===== src/design/pixelPkg.sv =====
/*
 * Pixel format shared by the fog pipeline: RGBA8888 color words and
 * the helper that clamps a blended channel back into eight bits.
 */
package pixelPkg;

    // Four channels of eight bits each, channel 0 sits in the low byte
    localparam int channelWidth = 8;
    localparam int channelCount = 4;
    localparam int colorWidth = channelWidth * channelCount;

    // A weighted channel product is twice as wide as the channel itself
    localparam int productWidth = 2 * channelWidth;

    // Sum of two products plus rounding needs one carry bit on top
    localparam int blendSumWidth = productWidth + 1;

    // Channel value that stands for 1.0 in the blend arithmetic
    localparam logic [channelWidth-1:0] fullChannel = '1;

    // One RGBA8888 pixel
    typedef logic [colorWidth-1:0] color_t;

    // Takes the rounded blend sum and returns its upper channel byte.
    // When the carry bit is set the result is clamped to full scale
    function automatic logic [channelWidth-1:0] saturateChannel(
        input logic [blendSumWidth-1:0] sum
    );
        logic [channelWidth-1:0] result;
        if (sum[blendSumWidth-1])
        begin
            result = fullChannel;
        end
        else
        begin
            result = sum[productWidth-1 -: channelWidth];
        end
        return result;
    endfunction

endpackage


===== src/design/fogPkg.sv =====
/*
 * Fog pipeline word sizes: depth, fog intensity, framebuffer address
 * and the default size of the depth-indexed fog table.
 */
package fogPkg;

    // Fragment depth as it leaves the rasterizer
    localparam int depthWidth = 16;

    // Fog intensity, 16'hFFFF keeps the full fragment color and
    // 16'h0000 replaces it entirely with the fog color
    localparam int intensityWidth = 16;

    // Framebuffer address, carried through untouched
    localparam int addrWidth = 16;

    // Default table index width, the table then holds 32 entries.
    // The index is always taken from the top bits of the depth
    localparam int defaultLutAddrWidth = 5;

    typedef logic [depthWidth-1:0] depth_t;
    typedef logic [intensityWidth-1:0] intensity_t;
    typedef logic [addrWidth-1:0] pixelAddr_t;

endpackage


===== src/design/fragmentIf.sv =====
/*
 * One in-flight fragment between two pipeline stages. The producing
 * stage takes the source modport, every consumer takes sink.
 */
`timescale 1ns/100ps

interface fragmentIf
    import pixelPkg::*, fogPkg::*;
();

    // One-cycle strobe, one fragment per strobe
    logic valid;

    // Payload, meaningful only while valid is high
    color_t color;
    depth_t depth;
    pixelAddr_t address;

    // Clear for fragments that leave with their own color
    logic fogOn;

    modport source
    (
        output valid,
        output color,
        output depth,
        output address,
        output fogOn
    );

    // Consumers may ignore fields they have no use for
    modport sink
    (
        input valid,
        input color,
        input depth,
        input address,
        input fogOn
    );

endinterface


===== src/design/fragmentIngress.sv =====
/*
 * Input stage of the fog unit. Registers the incoming fragment strobe
 * and its fields onto the first internal fragment bus.
 */
`timescale 1ns/100ps

module fragmentIngress
    import pixelPkg::*, fogPkg::*;
#(
    parameter int lutAddrWidth = defaultLutAddrWidth
)
(
    input  logic       aclk,
    input  logic       rstN,
    input  logic       inValid,
    input  color_t     inColor,
    input  depth_t     inDepth,
    input  pixelAddr_t inAddr,
    input  logic       inFogOn,
    fragmentIf.source  frag
);

    // Only the table index bits of the depth matter downstream.
    // The bits below it are cleared so they do not toggle the
    // delay registers further down the pipe
    localparam int indexLsb = depthWidth - lutAddrWidth;
    localparam depth_t depthMask = depth_t'({lutAddrWidth{1'b1}}) << indexLsb;

    // Strobe register, the only state that needs a defined value
    always_ff @(posedge aclk)
    begin
        if (!rstN)
        begin
            frag.valid <= 1'b0;
        end
        else
        begin
            frag.valid <= inValid;
        end
    end

    // Payload follows the input every cycle, qualified later by valid
    always_ff @(posedge aclk)
    begin
        frag.color <= inColor;
        frag.depth <= inDepth & depthMask;
        frag.address <= inAddr;
        frag.fogOn <= inFogOn;
    end

endmodule


===== src/design/fogTable.sv =====
/*
 * Host-writable fog intensity table indexed by fragment depth. The read
 * is registered and the fragment is delayed one cycle to stay aligned.
 */
`timescale 1ns/100ps

module fogTable
    import fogPkg::*;
#(
    parameter int lutAddrWidth = defaultLutAddrWidth
)
(
    input  logic                    aclk,
    input  logic                    rstN,
    input  logic                    tableWrEn,
    input  logic [lutAddrWidth-1:0] tableWrAddr,
    input  intensity_t              tableWrData,
    fragmentIf.sink                 fragIn,
    fragmentIf.source               fragOut,
    output intensity_t              intensity
);

    localparam int tableDepth = 1 << lutAddrWidth;

    // Contents are undefined until the host writes them
    intensity_t lut [tableDepth];

    // Top bits of the depth pick the entry, no interpolation between entries
    logic [lutAddrWidth-1:0] readIndex;

    assign readIndex = fragIn.depth[depthWidth-1 -: lutAddrWidth];

    // Host writes only happen while no fragment is in flight, so a
    // write and a read of the same entry never collide
    always_ff @(posedge aclk)
    begin
        if (tableWrEn)
        begin
            lut[tableWrAddr] <= tableWrData;
        end
        intensity <= lut[readIndex];
    end

    // Fragment strobe delayed alongside the read
    always_ff @(posedge aclk)
    begin
        if (!rstN)
        begin
            fragOut.valid <= 1'b0;
        end
        else
        begin
            fragOut.valid <= fragIn.valid;
        end
    end

    // Payload delay, no reset needed
    always_ff @(posedge aclk)
    begin
        fragOut.color <= fragIn.color;
        fragOut.depth <= fragIn.depth;
        fragOut.address <= fragIn.address;
        fragOut.fogOn <= fragIn.fogOn;
    end

endmodule


===== src/design/colorInterpolator.sv =====
/*
 * Two-stage blend of two RGBA8888 colors by an intensity. Runs every
 * cycle with no strobe; callers align their own control to its latency.
 */
`timescale 1ns/100ps

module colorInterpolator
    import pixelPkg::*, fogPkg::*;
(
    input  logic       aclk,
    input  logic       rstN,
    input  intensity_t intensity,
    input  color_t     colorA,
    input  color_t     colorB,
    output color_t     mixedColor
);

    // Blend weight is the top byte of the intensity.
    // Color A gets the weight, color B gets what is left of 1.0
    logic [channelWidth-1:0] weightA;
    logic [channelWidth-1:0] weightB;

    // Stage one products, one pair per channel
    logic [productWidth-1:0] productA [channelCount];
    logic [productWidth-1:0] productB [channelCount];

    assign weightA = intensity[intensityWidth-1 -: channelWidth];

    // Cannot underflow since the weight is at most full scale
    assign weightB = fullChannel - weightA;

    // Stage one, the weighted products for every channel
    always_ff @(posedge aclk)
    begin
        for (int ch = 0; ch < channelCount; ch++)
        begin
            productA[ch] <= productWidth'(weightA)
                * productWidth'(colorA[ch * channelWidth +: channelWidth]);
            productB[ch] <= productWidth'(weightB)
                * productWidth'(colorB[ch * channelWidth +: channelWidth]);
        end
    end

    // Stage two, add the products with rounding and clamp each channel.
    // Adding 255 before the shift makes full weight return the input
    // channel exactly, e.g. (255 * A + 255) >> 8 == A
    always_ff @(posedge aclk)
    begin
        logic [blendSumWidth-1:0] sum;
        if (!rstN)
        begin
            // Output settles to black until real products have arrived
            mixedColor <= '0;
        end
        else
        begin
            for (int ch = 0; ch < channelCount; ch++)
            begin
                sum = blendSumWidth'(productA[ch])
                    + blendSumWidth'(productB[ch])
                    + blendSumWidth'(fullChannel);
                mixedColor[ch * channelWidth +: channelWidth] <= saturateChannel(sum);
            end
        end
    end

endmodule


===== src/design/pixelEgress.sv =====
/*
 * Output stage of the fog unit. Holds the fragment for the interpolator
 * latency, then registers either the fogged or the original color.
 */
`timescale 1ns/100ps

module pixelEgress
    import pixelPkg::*, fogPkg::*;
(
    input  logic       aclk,
    input  logic       rstN,
    fragmentIf.sink    frag,
    input  color_t     mixedColor,
    output logic       outValid,
    output color_t     outColor,
    output pixelAddr_t outAddr
);

    // Matches the two register stages of the interpolator
    localparam int delayDepth = 2;

    logic       validPipe [delayDepth];
    color_t     colorPipe [delayDepth];
    pixelAddr_t addrPipe  [delayDepth];
    logic       fogOnPipe [delayDepth];

    // Control half of the delay line plus the output strobe
    always_ff @(posedge aclk)
    begin
        if (!rstN)
        begin
            validPipe[0] <= 1'b0;
            validPipe[1] <= 1'b0;
            outValid <= 1'b0;
        end
        else
        begin
            validPipe[0] <= frag.valid;
            validPipe[1] <= validPipe[0];
            outValid <= validPipe[delayDepth-1];
        end
    end

    // Payload half of the delay line and the output select.
    // By the last stage mixedColor belongs to the same fragment
    always_ff @(posedge aclk)
    begin
        colorPipe[0] <= frag.color;
        addrPipe[0] <= frag.address;
        fogOnPipe[0] <= frag.fogOn;
        colorPipe[1] <= colorPipe[0];
        addrPipe[1] <= addrPipe[0];
        fogOnPipe[1] <= fogOnPipe[0];

        // Bypass fragments keep their own color
        outColor <= fogOnPipe[delayDepth-1] ? mixedColor : colorPipe[delayDepth-1];
        outAddr <= addrPipe[delayDepth-1];
    end

endmodule


===== src/design/fogUnit.sv =====
/*
 * Top level of the fog stage. Takes one fragment per cycle and returns
 * it five cycles later, blended with the fog color when fog is enabled.
 */
`timescale 1ns/100ps

module fogUnit
    import pixelPkg::*, fogPkg::*;
#(
    parameter int lutAddrWidth = defaultLutAddrWidth
)
(
    input  logic                    aclk,
    input  logic                    rstN,

    // Fragment input, one strobe per fragment
    input  logic                    inValid,
    input  color_t                  inColor,
    input  depth_t                  inDepth,
    input  pixelAddr_t              inAddr,
    input  logic                    inFogOn,

    // Global fog color, held stable while fragments are in flight
    input  color_t                  fogColor,

    // Table write strobe, only used while the pipe is empty
    input  logic                    tableWrEn,
    input  logic [lutAddrWidth-1:0] tableWrAddr,
    input  intensity_t              tableWrData,

    // Pixel output, no back-pressure
    output logic                    outValid,
    output color_t                  outColor,
    output pixelAddr_t              outAddr
);

    // Fragment after the input register and after the table read
    fragmentIf ingressFrag();
    fragmentIf tableFrag();

    intensity_t intensity;
    color_t mixedColor;

    fragmentIngress #(
        .lutAddrWidth(lutAddrWidth)
    ) i_fragmentIngress (
        .aclk(aclk),
        .rstN(rstN),
        .inValid(inValid),
        .inColor(inColor),
        .inDepth(inDepth),
        .inAddr(inAddr),
        .inFogOn(inFogOn),
        .frag(ingressFrag)
    );

    fogTable #(
        .lutAddrWidth(lutAddrWidth)
    ) i_fogTable (
        .aclk(aclk),
        .rstN(rstN),
        .tableWrEn(tableWrEn),
        .tableWrAddr(tableWrAddr),
        .tableWrData(tableWrData),
        .fragIn(ingressFrag),
        .fragOut(tableFrag),
        .intensity(intensity)
    );

    // Full intensity keeps the fragment color, zero gives the fog color
    colorInterpolator i_colorInterpolator (
        .aclk(aclk),
        .rstN(rstN),
        .intensity(intensity),
        .colorA(tableFrag.color),
        .colorB(fogColor),
        .mixedColor(mixedColor)
    );

    pixelEgress i_pixelEgress (
        .aclk(aclk),
        .rstN(rstN),
        .frag(tableFrag),
        .mixedColor(mixedColor),
        .outValid(outValid),
        .outColor(outColor),
        .outAddr(outAddr)
    );

endmodule


===== config.mk =====
export PLATFORM = sky130hd
export DESIGN_NAME = fogUnit
export DESIGN_NICKNAME = d
export VERILOG_FILES = /design/src/design/pixelPkg.sv /design/src/design/fogPkg.sv /design/src/design/fragmentIf.sv /design/src/design/fragmentIngress.sv /design/src/design/fogTable.sv /design/src/design/colorInterpolator.sv /design/src/design/pixelEgress.sv /design/src/design/fogUnit.sv
export SDC_FILE = /design/constraint.sdc
export NUM_CORES = 2
export LEC_CHECK = 0
export BUFFER_PORTS_ARGS = -buffer_cell sky130_fd_sc_hd__buf_2
export CORE_MARGIN = 2
export CORE_UTILIZATION = 25
export DETAILED_ROUTE_END_ITERATION = 10
export HOLD_SLACK_MARGIN = 0.1
export PLACE_DENSITY = 0.49
export SETUP_SLACK_MARGIN = 0.1
export SYNTH_ARGS = -nofsm -noshare
export SYNTH_HDL_FRONTEND = slang
export SYNTH_SLANG_ARGS = --single-unit
export TNS_END_PERCENT = 100

===== constraint.sdc =====
create_clock -name aclk -period 8.7 [get_ports aclk]
set_input_delay 0.435 -clock aclk [delete_from_list [all_inputs] [get_ports aclk]]
set_output_delay 0.435 -clock aclk [all_outputs]
set_load 0.1 [all_outputs]

==> results.md <==
* Avg Cell Area, Syn at 11.6 sq um
* CP max FO at 36
* Post-synthesis simple-gate area fraction at 0.121
* TritonCTS clock tree: done
* I/O Pins at 171
* Proportion of synthesized area in mux cells at 0.0589
* Final wirelength at 85,900 um
* Power per standard cell area at 349 nW/um^2
* Clk_lat worst skew at 0.70 ns
* Run status: finished clean
* Worst EP arrival at 5.82 ns
* DR WL/cell at 14.9 um
* Residual DRC at 0
* Clock net sink count at 678
* Area Overhead vs Synth at 16.5%
* Crit-path most repeated cell: fa_1
* Antenna violations before repair at 17
* Lkg Pwr at 20.3 nW
* Syn Inst Count at 3,407
* Critical Path Max Stage Delay at 0.90 ns
* CTS max path bufs at 3
* F_max at 0.188 GHz
* Drt pass-1 iters at 5
* Port-buffer cells at 151
* Ys Warns at 0
* Mapped cell area at 39,500 sq um
* Synth Register Bits at 678
* Post-Route Skew at 0.0676 ns
* Worst hold path class: input pin to register
* Number of setup violations in the final report at 0
* RSZ-0062 raised after global routing: false
* Largest net degree at the start of global routing at 65
* Xor and xnor area share after synthesis at 0.0212
* Setup TNS Final at 0 ns
* Die Wd at 402 um
* Hpwl dp at 62,400 um
* Via count at 24,000
* Syn_nets at 4,221
* Count of final hold-check violations at 0
* Largest family of logic cells by synthesized area: adder cells
* Core area at 157,000 sq um
* VDD IR max at 174 uV
* WP data required at 9.21 ns
* Number of global-route vias before repair at 25,400
* Post-synth ARST share at 0
* Root Driver: clkbuf_16
* Rows at 145
* GRT Util Overall at 0.109
* Synth Flop Type: dfxtp_1
* Slew Viols, Final at 0
* Congestion Overflow GR at 0
* Fin crit share at 0.610
* Worst-margin pin slew at 1.10 ns
* Max cap viols at 0
* Die area at 161,000 sq um
* Slowest cell on crit path: dfxtp_2
* Num CTS Buffers at 79
* Synth Area in Compound Gates at 0.0550
* Minimum clock period at 5.31 ns
* EDFF count, synth at 256
* Fin util at 0.294
* Share of layout cells above drive strength 1 at 0.122
* Clock transition at path regs at 0.06 ns
* Cells along the critical path: buf_4 > nand2_1 > fa_1 > fa_1 > inv_1 > fa_1 > inv_1 > fa_1 > inv_1 > ha_1 > a21boi_0 > o21ai_0 > nand2_1 > a31oi_1 > o311ai_0
* GPL Wtd Cong at 0.777
* Max-slew headroom at 0.265
* Post-DRT Antenna Nets at 0
* Post-CTS setup buffers at 0
* Final #Nets at 4,442
* Critical path launch point type: register
* Crit. End Element: register
* Vias per inst at 4.17
* DIE HEIGHT at 402 um
* Netlist cell types at 73
* Initial core utilization at 0.252
* H-tree levels at 3
* First-pass GRT wire length at 139,000 um
* DRT iter0 DRCs at 945
* CP Class: register to register
* Adder-Cell Fraction of Synth Area at 0.274
* Sequential share of the synthesized area at 0.408
[kinds of logic after synthesis]
| family | Yosys count |
|---|---|
| AND/OR/NAND/NOR | 857 |
| XOR/XNOR | 95 |
| flip-flops | 678 |
| AO/OA/AOI/OAI | 319 |
| buffers and inverters | 639 |
| multiplexers | 127 |
| adder cells (fa/ha/maj) | 692 |
[cells in the mapped netlist, types with 20 or more instances]
cell type / instances / area share
nor3_1: 32 / 0.0041
ha_1: 404 / 0.13
o21ai_0: 50 / 0.0063
mux4_2: 80 / 0.046
fa_1: 288 / 0.15
inv_1: 552 / 0.052
xor2_1: 20 / 0.0044
nand2_1: 120 / 0.011
edfxtp_1: 256 / 0.19
dfxtp_1: 422 / 0.21
xnor2_1: 74 / 0.016
a21o_1: 28 / 0.0053
nor2_1: 111 / 0.011
clkbuf_1: 69 / 0.0066
nor2b_1: 225 / 0.036
o21a_1: 41 / 0.0078
nand2b_1: 65 / 0.010
mux2_2: 43 / 0.012
and2_1: 223 / 0.035
a21oi_1: 83 / 0.011
[registers in the layout, indices dropped and copies added (netlist names), 2 cells and up]
signal,flops
i_colorInterpolator.mixedColor,32
i_colorInterpolator.productA,64
i_colorInterpolator.productB,64
i_fogTable.fragOut.address,16
i_fogTable.fragOut.color,32
i_fogTable.intensity,8
i_fogTable.lut,256
i_fragmentIngress.frag.address,16
i_fragmentIngress.frag.color,32
i_fragmentIngress.frag.depth,5
i_pixelEgress.addrPipe,32
i_pixelEgress.colorPipe,64
i_pixelEgress.fogOnPipe,2
i_pixelEgress.outAddr,16
i_pixelEgress.outColor,32
i_pixelEgress.validPipe,2
[per-layer routing]
metal  GRT usage  up-vias  share of wire
met1       0.138    11800           0.46
met2       0.181      322           0.46
met4      0.0330       22          0.025
met3      0.0286      139          0.052
met5           0        -         0.0015
li1            -    11700              -
[what timing repair did]
item                                    CTS  global route
hold buffers                             59             0
hold endpoints to repair                 59             0
resized for setup                         0             0
endpoints found under the setup margin    0             0
[where the power goes]
| group | internal, mW | switching (mW) |
|---|---|---|
| Combinational | 3.70 | 4.84 |
| Clock | 2.05 | 1.44 |
| Sequential | 3.84 | 0.208 |
| Total | 9.59 | 6.49 |
[per-stage QoR]
| stage | setup WS [ns] | cells | hold WS [ns] | total power [mW] | area [sq um] |
|---|---|---|---|---|---|
| after detailed placement | 3.33 | 5546 | 0.312 | 12.7 | 42600 |
| after global placement | 3.32 | 5546 | 0.310 | 12.7 | 42600 |
| after CTS | 3.27 | 5752 | 0.156 | 16.4 | 46000 |
| after floorplan | 4.23 | 3407 | 0.310 | 10.8 | 39500 |
| after global routing | 2.98 | 5753 | 0.204 | 17.7 | 46000 |
| final | 3.39 | 5755 | 0.248 | 16.1 | 46000 |
[cell usage in the layout (no fill, tap or decap), drive strengths merged, types with 7 or more instances in the layout]
cell	instances
nand3	18
dlygate4sd3	59
a211oi	11
nand3b	7
xnor2	74
o31ai	8
and2	223
o21a	41
nand2	120
dfxtp	422
or3	7
mux2	43
inv	558
nor3	32
clkinv	34
ha	404
and3	9
xor2	21
o2111a	8
a31oi	11
a21o	28
buf	168
a2111oi	10
a21boi	12
nor2b	225
mux4	80
bufinv	8
nor2	111
nand4	7
nand2b	65
fa	288
clkbuf	96
edfxtp	256
o21ai	51
a21oi	83
o211ai	7
[critical path: cells and delay by family, from the launching register on]
kind            cells  cell delay (ns)
fa+ha+maj           5             2.26
compound gates      4             1.03
flops               1             0.90
buf+inv             4             0.68
simple gates        2             0.27
[cell type report]
class / instances / area [sq um]
timing repair buffer: 227 / 1470
clock inverter: 51 / 652
antenna: 3 / 7.51
sequential: 678 / 16200
inverter: 552 / 2070
multi-input combinational: 2090 / 20900
fill: 16100 / 111000
clock buffer: 96 / 2160
tap: 2058 / 2570
[worst paths after layout]
| check | from | endpoint | cells past startpoint | slack [ns] |
|---|---|---|---|---|
| worst min-delay path | fogColor[1] | i_colorInterpolator.productB[0][1] | 3 | 0.25 |
| worst max register to register | i_fogTable.intensity[10] | i_colorInterpolator.productA[3][13] | 15 | 3.39 |
| worst min register to register | i_pixelEgress.addrPipe[1][1] | i_pixelEgress.outAddr[1] | 0 | 0.31 |
| worst max-delay path | i_fogTable.intensity[10] | i_colorInterpolator.productA[3][13] | 15 | 3.39 |
Note: power is estimated with default switching activity, not from simulation.
